===== config.mk =====
export PLATFORM = sky130hd
export DESIGN_NAME = sdram_ctrl_top
export DESIGN_NICKNAME = d
export VERILOG_FILES = /design/src/sdram_cmd_pkg.sv /design/src/ctrl_cfg_pkg.sv /design/src/sdram_ctrl_top.sv /design/src/initializer.sv /design/src/command_sequencer.sv /design/src/request_fifo.sv /design/src/request_framer.sv
export SDC_FILE = /design/constraint.sdc
export NUM_CORES = 1
export LEC_CHECK = 0
export BUFFER_PORTS_ARGS = -buffer_cell sky130_fd_sc_hd__buf_2
export CORE_ASPECT_RATIO = 1.5
export CORE_MARGIN = 10
export CORE_UTILIZATION = 32
export DETAILED_ROUTE_END_ITERATION = 6
export GPL_TIMING_DRIVEN = 0
export REMOVE_ABC_BUFFERS = 1
export SYNTH_ARGS = -nofsm -noshare
export SYNTH_HDL_FRONTEND = slang
export SYNTH_SLANG_ARGS = --single-unit

===== constraint.sdc =====
create_clock -name CLK_n -period 3.75 [get_ports CLK_n]
set_input_delay 0.9375 -clock CLK_n [delete_from_list [all_inputs] [get_ports CLK_n]]
set_output_delay 0.9375 -clock CLK_n [all_outputs]
set_load 0.02 [all_outputs]

===== src/sdram_cmd_pkg.sv =====
package sdram_cmd_pkg;

	typedef logic [2:0]  cmd_t;        // ras, cas, we
	typedef logic [12:0] addr_t;       // row / mode address pins
	typedef logic [1:0]  bank_t;
	typedef logic [8:0]  col_t;
	typedef logic [23:0] req_addr_t;   // bank on top, then row, then column

	// all pins active low, so NOOP is everything high
	localparam cmd_t NOOP = 3'b111;
	localparam cmd_t ACTV = 3'b011;
	localparam cmd_t READ = 3'b101;
	localparam cmd_t WRIT = 3'b100;
	localparam cmd_t PRCH = 3'b010;    // a10 high means all banks
	localparam cmd_t ARSR = 3'b001;
	localparam cmd_t MRST = 3'b000;

	localparam int PRCH_ALL_BIT = 10;

	// field positions inside req_addr_t
	localparam int COL_LSB  = 0;
	localparam int ROW_LSB  = COL_LSB + $bits(col_t);
	localparam int BANK_LSB = ROW_LSB + $bits(addr_t);

endpackage

===== src/ctrl_cfg_pkg.sv =====
package ctrl_cfg_pkg;

	import sdram_cmd_pkg::*;

	// power-up and init sequence
	localparam int POWER_UP_CYCLES = 65536;  // cke low, 16 bit count
	localparam int STEP_GAP        = 16;     // init command to init command
	localparam int SETTLE_CYCLES   = 256;    // last init command to ready

	// per request spacing, in noop cycles
	localparam int T_RCD = 2;                // activate to access
	localparam int T_ACC = 3;                // access to precharge
	localparam int T_RP  = 2;                // precharge to next activate

	localparam int FIFO_DEPTH = 4;
	localparam int FIFO_AW    = 2;

	typedef logic [$bits(req_addr_t):0] req_t;  // write flag on top

endpackage


===== src/sdram_ctrl_top.sv =====
`timescale 1ns/1ps

module sdram_ctrl_top
	import sdram_cmd_pkg::*;
	import ctrl_cfg_pkg::*;
(
	input  logic      CLK_n,
	input  logic      RST,
	input  logic      req_rd,
	input  logic      req_wr,
	input  req_addr_t req_addr,
	output logic      busy,
	output logic      ready,
	output logic      cke,
	output cmd_t      command_pin,
	output addr_t     address_pin,
	output bank_t     bank_pin
);

	logic  push;
	req_t  push_data;
	logic  pop;
	req_t  pop_data;
	logic  empty;
	cmd_t  seq_cmd;
	addr_t seq_addr;
	bank_t seq_bank;

	request_framer request_framer_i (
		.CLK_n     (CLK_n),
		.RST       (RST),
		.req_rd    (req_rd),
		.req_wr    (req_wr),
		.req_addr  (req_addr),
		.push      (push),
		.push_data (push_data)
	);

	request_fifo request_fifo_i (
		.CLK_n     (CLK_n),
		.RST       (RST),
		.push      (push),
		.push_data (push_data),
		.pop       (pop),
		.pop_data  (pop_data),
		.full      (busy),        // user holds off while full
		.empty     (empty)
	);

	command_sequencer command_sequencer_i (
		.CLK_n    (CLK_n),
		.RST      (RST),
		.ready    (ready),
		.empty    (empty),
		.pop_data (pop_data),
		.pop      (pop),
		.seq_cmd  (seq_cmd),
		.seq_addr (seq_addr),
		.seq_bank (seq_bank)
	);

	initializer initializer_i (
		.CLK_n       (CLK_n),
		.RST         (RST),
		.seq_cmd     (seq_cmd),
		.seq_addr    (seq_addr),
		.seq_bank    (seq_bank),
		.cke         (cke),
		.ready       (ready),
		.command_pin (command_pin),
		.address_pin (address_pin),
		.bank_pin    (bank_pin)
	);

endmodule


===== src/initializer.sv =====
`timescale 1ns/1ps

module initializer
	import sdram_cmd_pkg::*;
	import ctrl_cfg_pkg::*;
(
	input  logic  CLK_n,
	input  logic  RST,
	input  cmd_t  seq_cmd,
	input  addr_t seq_addr,
	input  bank_t seq_bank,
	output logic  cke,
	output logic  ready,
	output cmd_t  command_pin,
	output addr_t address_pin,
	output bank_t bank_pin
);

	logic [15:0] pwr_cnt;
	logic [3:0]  step_cnt;
	logic [2:0]  stage;
	logic [7:0]  settle_cnt;
	logic        step_due;
	logic        list_done;

	cmd_t  ini_cmd;
	addr_t ini_addr;
	bank_t ini_bank;
	cmd_t  rom_cmd;
	addr_t rom_addr;
	bank_t rom_bank;

	assign step_due  = (step_cnt == 4'(STEP_GAP - 1));
	assign list_done = (rom_cmd == NOOP);    // stopped by the terminator

	// zero latency mux, sequencer owns the pins once ready
	assign command_pin = ready ? seq_cmd  : ini_cmd;
	assign address_pin = ready ? seq_addr : ini_addr;
	assign bank_pin    = ready ? seq_bank : ini_bank;

	always_comb
	begin
		case (stage)
			3'd0:    begin rom_cmd = PRCH; rom_addr = 13'h200; rom_bank = 2'd1; end
			3'd1:    begin rom_cmd = MRST; rom_addr = 13'h000; rom_bank = 2'd1; end  // ext mode
			3'd2:    begin rom_cmd = MRST; rom_addr = 13'h131; rom_bank = 2'd0; end  // dll reset
			3'd3:    begin rom_cmd = PRCH; rom_addr = 13'h200; rom_bank = 2'd0; end
			3'd4:    begin rom_cmd = ARSR; rom_addr = 13'h200; rom_bank = 2'd0; end
			3'd5:    begin rom_cmd = ARSR; rom_addr = 13'h200; rom_bank = 2'd0; end
			3'd6:    begin rom_cmd = MRST; rom_addr = 13'h031; rom_bank = 2'd0; end  // final mode
			default: begin rom_cmd = NOOP; rom_addr = 13'h200; rom_bank = 2'd0; end
		endcase
	end

	always_ff @(posedge CLK_n)
	begin
		if (!RST)
		begin
			cke        <= 1'b0;
			ready      <= 1'b0;
			pwr_cnt    <= '0;
			step_cnt   <= '0;
			stage      <= '0;
			settle_cnt <= '0;
			ini_cmd    <= NOOP;
		end
		else if (!cke)
		begin
			pwr_cnt <= pwr_cnt + 16'd1;
			if (pwr_cnt == 16'(POWER_UP_CYCLES - 1))
				cke <= 1'b1;
		end
		else if (!list_done)
		begin
			if (step_due)
			begin
				ini_cmd  <= rom_cmd;
				stage    <= stage + 3'd1;
				step_cnt <= '0;
			end
			else
			begin
				ini_cmd  <= NOOP;
				step_cnt <= step_cnt + 4'd1;
			end
		end
		else if (!ready)
		begin
			ini_cmd    <= NOOP;
			settle_cnt <= settle_cnt + 8'd1;
			if (settle_cnt == 8'(SETTLE_CYCLES - 1))
				ready <= 1'b1;    // stays high until reset
		end
	end

	always_ff @(posedge CLK_n)
	begin
		if (cke && !list_done && step_due)
		begin
			ini_addr <= rom_addr;
			ini_bank <= rom_bank;
		end
	end

endmodule


===== src/command_sequencer.sv =====
`timescale 1ns/1ps

module command_sequencer
	import sdram_cmd_pkg::*;
	import ctrl_cfg_pkg::*;
(
	input  logic  CLK_n,
	input  logic  RST,
	input  logic  ready,
	input  logic  empty,
	input  req_t  pop_data,
	output logic  pop,
	output cmd_t  seq_cmd,
	output addr_t seq_addr,
	output bank_t seq_bank
);

	typedef enum logic [2:0] {IDLE, ACT, RCD, ACC, TAC, PRE, TRP} state_t;

	state_t     state;
	logic [2:0] gap_cnt;
	logic       gap_done;
	logic       wr_q;
	col_t       col_q;
	bank_t      pop_bank;
	addr_t      pop_row;

	assign pop      = (state == IDLE) && ready && !empty;
	assign gap_done = (gap_cnt == '0);
	assign pop_bank = pop_data[BANK_LSB +: $bits(bank_t)];
	assign pop_row  = pop_data[ROW_LSB +: $bits(addr_t)];

	always_ff @(posedge CLK_n)
	begin
		if (!RST)
		begin
			state   <= IDLE;
			gap_cnt <= '0;
			seq_cmd <= NOOP;
		end
		else
		begin
			seq_cmd <= NOOP;    // every gap cycle
			case (state)
				IDLE:
					if (pop)
					begin
						state   <= ACT;
						seq_cmd <= ACTV;
					end
				ACT:
				begin
					state   <= RCD;
					gap_cnt <= 3'(T_RCD - 1);
				end
				RCD:
					if (gap_done)
					begin
						state   <= ACC;
						seq_cmd <= wr_q ? WRIT : READ;
					end
					else
						gap_cnt <= gap_cnt - 1'b1;
				ACC:
				begin
					state   <= TAC;
					gap_cnt <= 3'(T_ACC - 1);
				end
				TAC:
					if (gap_done)
					begin
						state   <= PRE;
						seq_cmd <= PRCH;
					end
					else
						gap_cnt <= gap_cnt - 1'b1;
				PRE:
				begin
					// IDLE supplies the last precharge gap cycle
					state   <= TRP;
					gap_cnt <= 3'(T_RP - 2);
				end
				TRP:
					if (gap_done)
						state <= IDLE;
					else
						gap_cnt <= gap_cnt - 1'b1;
				default:
					state <= IDLE;
			endcase
		end
	end

	// bank holds for the whole request
	always_ff @(posedge CLK_n)
	begin
		if (pop)
		begin
			wr_q     <= pop_data[$bits(req_t) - 1];
			col_q    <= pop_data[COL_LSB +: $bits(col_t)];
			seq_addr <= pop_row;
			seq_bank <= pop_bank;
		end
		else if (state == RCD && gap_done)
			seq_addr <= addr_t'(col_q);       // column low, no auto precharge
		else if (state == TAC && gap_done)
			seq_addr[PRCH_ALL_BIT] <= 1'b0;   // single bank only
	end

endmodule


===== src/request_fifo.sv =====
`timescale 1ns/1ps

module request_fifo
	import ctrl_cfg_pkg::*;
(
	input  logic CLK_n,
	input  logic RST,
	input  logic push,
	input  req_t push_data,
	input  logic pop,
	output req_t pop_data,
	output logic full,
	output logic empty
);

	req_t               mem [FIFO_DEPTH];
	logic [FIFO_AW-1:0] wr_ptr;
	logic [FIFO_AW-1:0] rd_ptr;
	logic [FIFO_AW:0]   count;
	logic               do_push;
	logic               do_pop;

	assign full     = (count == (FIFO_AW + 1)'(FIFO_DEPTH));
	assign empty    = (count == '0);
	assign do_push  = push && !full;    // push on full is dropped
	assign do_pop   = pop && !empty;
	assign pop_data = mem[rd_ptr];      // first word falls through

	always_ff @(posedge CLK_n)
	begin
		if (!RST)
		begin
			wr_ptr <= '0;
			rd_ptr <= '0;
			count  <= '0;
		end
		else
		begin
			if (do_push)
				wr_ptr <= wr_ptr + 1'b1;    // depth is a power of two, wraps
			if (do_pop)
				rd_ptr <= rd_ptr + 1'b1;
			case ({do_push, do_pop})
				2'b10:   count <= count + 1'b1;
				2'b01:   count <= count - 1'b1;
				default: count <= count;
			endcase
		end
	end

	always_ff @(posedge CLK_n)
	begin
		if (do_push)
			mem[wr_ptr] <= push_data;
	end

endmodule


===== src/request_framer.sv =====
`timescale 1ns/1ps

module request_framer
	import sdram_cmd_pkg::*;
	import ctrl_cfg_pkg::*;
(
	input  logic      CLK_n,
	input  logic      RST,
	input  logic      req_rd,
	input  logic      req_wr,
	input  req_addr_t req_addr,
	output logic      push,
	output req_t      push_data
);

	bank_t bank;
	addr_t row;
	col_t  col;
	logic  strobe;

	assign bank   = req_addr[BANK_LSB +: $bits(bank_t)];
	assign row    = req_addr[ROW_LSB +: $bits(addr_t)];
	assign col    = req_addr[COL_LSB +: $bits(col_t)];
	assign strobe = req_rd | req_wr;

	always_ff @(posedge CLK_n)
	begin
		if (!RST)
			push <= 1'b0;
		else
			push <= strobe;
	end

	// rd and wr together end up as one write
	always_ff @(posedge CLK_n)
	begin
		if (strobe)
			push_data <= {req_wr, bank, row, col};
	end

endmodule


==> results of run 1 <==
[metal layers]
metal  share of wire  vias to the layer above
met4           0.023                        0
met1            0.40                     2252
met2            0.54                       84
met3           0.030                       29
met5               0                        -
li1                -                     2118
[registers in the layout (all words and copies together), names as in the netlist, named ones only]
| register | flops |
|---|---|
| command_sequencer_i.wr_q | 1 |
| initializer_i.stage | 3 |
| command_sequencer_i.state | 3 |
| request_framer_i.push_data | 25 |
| command_sequencer_i.gap_cnt | 3 |
| request_fifo_i.wr_ptr | 2 |
| initializer_i.ini_cmd | 3 |
| command_sequencer_i.seq_bank | 2 |
| request_fifo_i.mem | 100 |
| command_sequencer_i.seq_cmd | 3 |
| request_framer_i.push | 1 |
| command_sequencer_i.col_q | 9 |
| request_fifo_i.rd_ptr | 2 |
| initializer_i.ini_addr | 3 |
| initializer_i.ini_bank | 1 |
| initializer_i.settle_cnt | 8 |
| initializer_i.cke | 1 |
| initializer_i.pwr_cnt | 16 |
| initializer_i.step_cnt | 4 |
| command_sequencer_i.seq_addr | 13 |
| request_fifo_i.count | 3 |
| initializer_i.ready | 1 |
[cell families (layout without fill, tap and decap cells)]
| group | after synthesis | after routing |
|---|---|---|
| fa+ha+maj | 16 | 16 |
| mux | 46 | 46 |
| buf+inv | 41 | 110 |
| simple gates | 158 | 158 |
| flops | 209 | 209 |
| compound gates | 46 | 46 |
| xor+xnor | 24 | 24 |
[per-stage QoR]
stage,hold WS [ns],utilization,setup TNS [ns]
finish,0.4844,0.3791,0
global route,0.5082,0.3791,0
CTS,0.4888,0.3788,0
detailed placement,0.4817,0.3492,-0.8509
global placement,0.4580,0.3452,-1.627
floorplan,0.4287,-,0
[area by class of cell]
cell class,instances,area (µm²)
sequential,209,5729
clock inverter,15,171.4
multi-input combinational,290,2429
clock buffer,25,583.1
inverter,18,71.32
tap,333,416.7
fill,2393,15940
timing repair buffer,52,334.1
[power by group through the flow]
stage          logic (W)  clock network, W  registers [W]
2_1_floorplan  0.0000940                 0        0.00266
6_report        0.000155           0.00223        0.00262
3_3_place_gp    0.000136                 0        0.00266
5_1_grt         0.000172           0.00240        0.00263
3_5_place_dp    0.000157                 0        0.00267
4_1_cts         0.000158           0.00230        0.00262
[synth_stat cells (all sizes together) (2+ instances only)]
| master | n | area, µm² |
|---|---|---|
| edfxtp | 154 | 4624 |
| a21oi | 5 | 25.02 |
| a21boi | 11 | 82.58 |
| dfxtp | 55 | 1101 |
| nor3 | 8 | 50.05 |
| nand3 | 15 | 75.07 |
| and2 | 39 | 244.0 |
| ha | 15 | 187.7 |
| buf | 7 | 36.28 |
| mux2 | 15 | 168.9 |
| o21a | 2 | 15.01 |
| and3 | 5 | 31.28 |
| mux2i | 6 | 60.06 |
| nand4b | 2 | 17.52 |
| inv | 18 | 67.56 |
| xnor2 | 16 | 140.1 |
| nand2b | 5 | 31.28 |
| mux4 | 25 | 563.0 |
| clkbuf | 16 | 60.06 |
| xor2 | 8 | 70.07 |
| nor2b | 8 | 50.05 |
| nand4 | 8 | 50.05 |
| nand2 | 33 | 123.9 |
| o32ai | 2 | 17.52 |
| nor3b | 2 | 15.01 |
| o21ai | 15 | 75.07 |
| nand3b | 4 | 30.03 |
| o41ai | 2 | 25.03 |
| nor2 | 12 | 45.04 |
| or3 | 5 | 31.28 |
| nor4 | 7 | 50.05 |
[worst min path at each step]
stage / to / slack (ns) / depth (start not counted)
3_5_place_dp: request_fifo_i.mem[1][4]$_DFFE_PP_ / 0.48 / 0
4_1_cts: initializer_i.ini_cmd[0]$_SDFFE_PN1P_ / 0.49 / 2
5_1_grt: initializer_i.ini_cmd[0]$_SDFFE_PN1P_ / 0.51 / 2
6_report: initializer_i.ini_cmd[0]$_SDFFE_PN1P_ / 0.48 / 2
3_3_place_gp: initializer_i.pwr_cnt[15]$_SDFFE_PN0N_ / 0.46 / 2
2_1_floorplan: initializer_i.ini_cmd[0]$_SDFFE_PN1P_ / 0.43 / 2
[worst reg2reg max path, delay by kind of cell (launching register included)]
kind,cells,cell delay [ns]
flip-flops,1,0.70
AO/OA/AOI/OAI,2,0.66
AND/OR/NAND/NOR,2,0.63
adder cells (fa/ha/maj),2,0.63
buffers and inverters,2,0.48
XOR/XNOR,1,0.17
[timing repair]
item / in CTS / in global routing
gates cloned: 0 / 0
pin swaps: 0 / 0
endpoints found under the setup margin: 2 / 1
resized for setup: 2 / 2
buffers inserted: 0 / 0
==> key figures, run 1 <==
Worst setup path
  – CP cell instances: o31a_1 -> nand2_2 -> clkinvlp_4 -> ha_1 -> inv_1 -> fa_1 -> xor2_1 -> or3_1 -> a21boi_0
  – Reg2reg start: initializer_i.ready$_SDFFE_PN0P_
  – Critical path startpoint: initializer_i.ready$_SDFFE_PN0P_
  – Critical Path AT: 3.76 ns
  – Startpoint types: flip-flop
  – Critical Path Fanout Max: 26
  – R2R depth: 9
  – Worst setup endpoint: request_fifo_i.count[2]$_SDFFE_PN0P_
  – Cell family with most CP delay: flip-flops
  – Critical path type: reg -> reg
  – FF-to-FF End: request_fifo_i.count[2]$_SDFFE_PN0P_
  – Worst Path Buf+Inv: 2
  – CP max stage cell: dfxtp_2
  – CP Capture Type: flip-flop
  – R2R setup slack: 0.39 ns
  – Cell count along the critical path: 9
  – Crit path required time: 4.15 ns
  – Critical Path Max Stage Delay: 0.70 ns

Floorplan
  – Chip width: 151.5 µm
  – Die area: 32920 µm²
  – Rows: 72
  – Vert. Die Dim: 217.3 µm
  – Initial core utilization: 0.3234
  – Core area: 25670 µm²
  – Num ports: 49

GRT
  – Initial antenna violation count: 0
  – Vias in the first global route: 4970
  – Met1 GRT Util: 0.1105
  – GR Layer Usage met3: 0.01495
  – Most Crowded Layer GR: met2
  – First-pass GRT wire length: 25.94 mm
  – Grt total ovfl: 0
  – Pin count of the biggest net entering global routing: 56
  – All-Layer GR Usage: 0.09737
  – GR Util met2: 0.1784

Timing
  – Final Worst Setup Slack: 0.3862 ns
  – Worst relative slew slack: 0.4535
  – Final Critical Period: 3.364 ns
  – RSZ-0062 raised after global routing: false
  – Pins Over Slew Limit: 0
  – Setup violators final: 0
  – Hold Fails Final Rpt: 0
  – Crit share post-route: 0.8970
  – Final Skew: 0.01240 ns
  – Achievable clock frequency: 0.2973 GHz
  – Slew @ Worst Pin: 0.8198 ns

Pwr
  – Switching Fraction: 0.1943
  – Static Leak: 3.280 nW
  – VDD IR-drop max: 0.2956 mV
  – Comb power frac: 0.031
  – P_int: 0.004037 W
  – Tot Pwr: 0.005011 W
  – PwrDens: 514.8 nW/µm²
  – Sequential share of power: 0.524
  – Sw Pwr: 0.0009738 W
  – Clock network fraction of total power: 0.445

Synthesis
  – Largest family of logic cells by synthesized area: simple AND/OR/NAND/NOR gates
  – Synth Instances: 540
  – Flops & latches, synth: 209
  – Post-Synth Adder-Cell Area: 0.02502
  – Register area share after synthesis: 0.6896
  – Post-synth EDFFs: 154
  – Compound-Gate Fraction of Synth Area: 0.03828
  – Yosys Warn Count: 0
  – Post-synth cell types: 52
  – Area of the mapped netlist: 8303 µm²
  – Ys flop type: edfxtp_1
  – XOR/XNOR Fraction of Synth Area: 0.02532
  – Synth async-reset ratio: 0
  – Synth Area in Simple Gates: 0.1067
  – Syn avg cell area: 15.38 µm²
  – Post-synthesis mux area share: 0.09539

Finish
  – Commonest cells after routing, fill and taps aside: 154 x edfxtp_1, 52 x dfxtp_1, 48 x buf_2
  – Finished Layout Cells: 942
  – P&R area growth vs syn: 17.24%
  – Antenna diodes: 0
  – Commonest non-fill, non-tap cell in the layout: edfxtp_1
  – Post-route cell area: 9734 µm²
  – Layout cells sized above 1: 0.2266
  – Nets: 637

Worst hold path
  – Hold Startpoint: initializer_i.ini_cmd[0]$_SDFFE_PN1P_
  – Hold Path Class: reg -> reg

Placed design
  – Port Buffers: 48
  – Placed cell areas: 8966 µm²
  – Inst Count DP: 902
  – Detailed Place HPWL: 10.27 mm
  – GP Congestion: 0.6865
  – Place WS: -0.5568 ns

Clock tree
  – Clk Latency, worst-skew pair: 0.49 ns
  – Hold_buf cts: 0
  – Clk pin slew, worst setup/hold paths: 0.06 ns
  – CTS root buffer: clkbuf_16
  – Clk buf depth: 3
  – Total CTS buffers: 22
  – CTS tree: done
  – CTS H-Tree Depth: 1
  – Clock sinks: 209

Routing
  – Wire per inst: 16.76 µm
  – Pre-Repair DR Iteration Count: 4
  – Via Count: 4483
  – Routed WL: 15.79 mm
  – Remaining antenna violation count after routing: 0
  – Vias per cell: 4.759
  – 1st-iter DRT viols: 186
  – Remaining DRCs: 0

Run status
  – Status: finished, final reports clean

Run
  – Number of max-cap violations: 0
Power figures use the tool's default switching activity.
==> run 2: changes to the inputs <==
--- a/config.mk
+++ b/config.mk
@@ -8,9 +8,10 @@
 export BUFFER_PORTS_ARGS = -buffer_cell sky130_fd_sc_hd__buf_2
 export CORE_ASPECT_RATIO = 1.5
 export CORE_MARGIN = 10
-export CORE_UTILIZATION = 32
+export CORE_UTILIZATION = 56
 export DETAILED_ROUTE_END_ITERATION = 6
 export GPL_TIMING_DRIVEN = 0
+export PLACE_DENSITY = 0.74
 export REMOVE_ABC_BUFFERS = 1
 export SYNTH_ARGS = -nofsm -noshare
 export SYNTH_HDL_FRONTEND = slang
==> key figures, run 2 (synthesis results as in run 1) <==
Clock tree
  – Clk pin slew, worst setup/hold paths: 0.06 ns (about the same)
  – CTS root buffer: clkbuf_16 (unchanged)
  – Hold_buf cts: 0 (unchanged)
  – Setup bufs post-CTS: 0 (unchanged)
  – CTS tree: done (unchanged)
  – Clk Latency, worst-skew pair: 0.49 ns (about the same)
  – Clk buf depth: 3 (unchanged)
  – Total CTS buffers: 20 (was 22)
  – Clock sinks: 209 (unchanged)
  – CTS H-Tree Depth: 1 (unchanged)

Timing
  – Hold Fails Final Rpt: 0 (unchanged)
  – Hold WS: 0.4753 ns (was 0.4844 ns)
  – Slew @ Worst Pin: 1.248 ns (was 0.8198 ns)
  – Pins Over Slew Limit: 0 (unchanged)
  – Final Worst Setup Slack: 0.3776 ns (was 0.3862 ns)
  – RSZ-0062 raised after global routing: false (unchanged)
  – Final Critical Period: 3.372 ns (was 3.364 ns)
  – Achievable clock frequency: 0.2965 GHz (was 0.2973 GHz)
  – Final Skew: 0.01488 ns (was 0.01240 ns)
  – Worst relative slew slack: 0.1667 (was 0.4535)
  – Crit share post-route: 0.8993 (was 0.8970)
  – Setup violators final: 0 (unchanged)

Pwr
  – Comb power frac: 0.031 (about the same)
  – VDD IR-drop max: 0.4747 mV (was 0.2956 mV)
  – Clock network fraction of total power: 0.423 (was 0.445)
  – P_int: 0.003869 W (was 0.004037 W)
  – Switching Fraction: 0.1944 (was 0.1943)
  – PwrDens: 506.9 nW/µm² (was 514.8 nW/µm²)
  – Sw Pwr: 0.0009334 W (was 0.0009738 W)
  – Static Leak: 3.247 nW (was 3.280 nW)
  – Sequential share of power: 0.546 (was 0.524)

Worst hold path
  – Hold Path Class: reg -> reg (unchanged)
  – Hold EP: initializer_i.ini_cmd[1]$_SDFFE_PN1P_ (was initializer_i.ini_cmd[0]$_SDFFE_PN1P_)
  – Hold Startpoint: initializer_i.ini_cmd[1]$_SDFFE_PN1P_ (was initializer_i.ini_cmd[0]$_SDFFE_PN1P_)
  – Hold depth: 2 (unchanged)

Worst setup path
  – CP max stage cell: nor3_1 (was dfxtp_2)
  – CP Capture Type: flip-flop (unchanged)
  – CP cell instances: nor3_1 -> nand2_2 -> clkinvlp_4 -> ha_1 -> inv_1 -> fa_1 -> xor2_1 -> or3_1 -> a21boi_0 (was o31a_1 -> nand2_2 -> clkinvlp_4 -> ha_1 -> inv_1 -> fa_1 -> xor2_1 -> or3_1 -> a21boi_0)
  – Cell family with most CP delay: simple AND/OR/NAND/NOR gates (was flip-flops)
  – Critical Path AT: 3.78 ns (was 3.76 ns)
  – R2R setup slack: 0.38 ns (was 0.39 ns)
  – Worst Path Buf+Inv: 2 (unchanged)
  – FF-to-FF End: request_fifo_i.count[2]$_SDFFE_PN0P_ (unchanged)
  – R2R depth: 9 (unchanged)
  – Crit path required time: 4.16 ns (was 4.15 ns)
  – Cell count along the critical path: 9 (unchanged)
  – Critical path type: reg -> reg (unchanged)
  – Startpoint types: flip-flop (unchanged)
  – Critical Path Max Stage Delay: 0.68 ns (was 0.70 ns)
  – Reg2reg start: command_sequencer_i.state[2]$_SDFFE_PN0P_ (was initializer_i.ready$_SDFFE_PN0P_)
  – Critical Path Fanout Max: 15 (was 26)

Run status
  – Status: finished, final reports clean (unchanged)

Finish
  – Nets: 636 (was 637)
  – Layout cells sized above 1: 0.2244 (was 0.2266)
  – Filler cells: 1030 (was 2393)
  – P&R area growth vs syn: 14.09% (was 17.24%)
  – Post-Route Utilization: 0.6521 (was 0.3791)
  – Top Registers: request_fifo_i.mem x100, request_framer_i.push_data x25, initializer_i.pwr_cnt x16 (unchanged)
  – Commonest non-fill, non-tap cell in the layout: edfxtp_1 (unchanged)
  – Commonest cells after routing, fill and taps aside: 154 x edfxtp_1, 53 x dfxtp_1, 48 x buf_2 (was 154 x edfxtp_1, 52 x dfxtp_1, 48 x buf_2)
  – Top reg by flops: request_fifo_i.mem (unchanged)
  – Max reg flops: 100 (unchanged)
  – Antenna diodes: 0 (unchanged)

GRT
  – Initial antenna violation count: 0 (unchanged)
  – Pin count of the biggest net entering global routing: 56 (unchanged)
  – All-Layer GR Usage: 0.1423 (was 0.09737)
  – Vias in the first global route: 4798 (was 4970)
  – Grt total ovfl: 0 (unchanged)
  – First-pass GRT wire length: 23.63 mm (was 25.94 mm)

Run
  – Number of max-cap violations: 0 (unchanged)

Routing
  – Routed WL: 14.34 mm (was 15.79 mm)
  – Wire per inst: 17.88 µm (was 16.76 µm)
  – Via Count: 4420 (was 4483)
  – Pre-Repair DR Iteration Count: 6 (was 4)
  – Remaining DRCs: 0 (unchanged)
  – Vias per cell: 5.511 (was 4.759)
  – 1st-iter DRT viols: 265 (was 186)
  – Remaining antenna violation count after routing: 0 (unchanged)

Floorplan
  – Rows: 54 (was 72)
  – Chip width: 119.4 µm (was 151.5 µm)
  – Core area: 14530 µm² (was 25670 µm²)
  – Vert. Die Dim: 169.1 µm (was 217.3 µm)
  – Initial core utilization: 0.5716 (was 0.3234)
  – Num ports: 49 (unchanged)
  – Die area: 20200 µm² (was 32920 µm²)

Placed design
  – Detailed Place HPWL: 9.138 mm (was 10.27 mm)
  – Port Buffers: 48 (unchanged)
  – Place WS: -0.4085 ns (was -0.5568 ns)
  – GP Congestion: 0.7595 (was 0.6865)
-- run 2: changes by cell type in the layout (fill, tap and decap cells not counted), moves of 2 or more --
| cell | before | now |
|---|---|---|
| clkbuf_16 | 23 | 21 |
| clkinv_1 | 7 | 2 |
| buf_8 | 0 | 2 |
| bufinv_16 | 4 | 2 |
| clkbuf_8 | 0 | 2 |
| buf_16 | 3 | 1 |
-- run 2: layout make-up --
cell class | instances | area [µm²] | area share
flip-flops and latches | 209 | 5728 | 0.6047
clock buffers | 28 | 576.8 | 0.06089
inverters | 18 | 71.32 | 0.007529
repair buffers | 53 | 329.1 | 0.03474
multi-input cells | 290 | 2422 | 0.2557
well taps | 196 | 245.2 | 0.02589
clock inverters | 8 | 100.1 | 0.01057
-- run 2: power groups by stage --
stage / combinational [W] / clock (W) / sequential (W)
3_5_place_dp: 0.000142 / 0 / 0.00267
3_3_place_gp: 0.000135 / 0 / 0.00266
6_report: 0.000149 / 0.00203 / 0.00262
5_1_grt: 0.000167 / 0.00217 / 0.00263
4_1_cts: 0.000143 / 0.00208 / 0.00262
2_1_floorplan: 0.0000940 / 0 / 0.00266
-- run 2: repair_timing --
item	in CTS	in global routing
pin swaps	0	0
setup endpoints to repair	2	1
resized for setup	2	1
-- run 2: how the worst max path moves through the flow --
stage	from	slack, ns	endpoint
floorplan	initializer_i.ready$_SDFFE_PN0P_	0.73	request_fifo_i.count[2]$_SDFFE_PN0P_
global placement	initializer_i.ready$_SDFFE_PN0P_	-0.36	request_fifo_i.count[2]$_SDFFE_PN0P_
detailed placement	initializer_i.ready$_SDFFE_PN0P_	-0.41	request_fifo_i.count[2]$_SDFFE_PN0P_
CTS	command_sequencer_i.state[2]$_SDFFE_PN0P_	0.10	request_fifo_i.count[2]$_SDFFE_PN0P_
global route	command_sequencer_i.state[2]$_SDFFE_PN0P_	0.09	request_fifo_i.count[2]$_SDFFE_PN0P_
finish	command_sequencer_i.state[2]$_SDFFE_PN0P_	0.38	request_fifo_i.count[2]$_SDFFE_PN0P_
-- run 2: worst reg2reg max path, cell delays in order (launching register included) --
cell	delay [ns]
dfxtp_1	0.46
nor3_1	0.68
nand2_2	0.39
clkinvlp_4	0.44
ha_1	0.26
inv_1	0.06
fa_1	0.37
xor2_1	0.16
or3_1	0.32
a21boi_0	0.16
-- run 2: metrics by stage --
stage / setup TNS, ns / area (µm²) / instances / total power, W
2_1_floorplan: 0 / 8207 / 517 / 0.002750
3_3_place_gp: -0.4838 / 8692 / 761 / 0.002799
3_5_place_dp: -0.5123 / 8730 / 763 / 0.002817
4_1_cts: 0 / 9412 / 799 / 0.004846
5_1_grt: 0 / 9473 / 802 / 0.004965
6_report: 0 / 9473 / 802 / 0.004802
-- run 2: per-layer routing --
metal	vias up	GRT usage	part of all wire
li1	2127	-	-
met1	2203	0.1613	0.41
met2	70	0.2651	0.53
met3	20	0.02564	0.038
met4	0	0.04263	0.020
met5	-	0	0
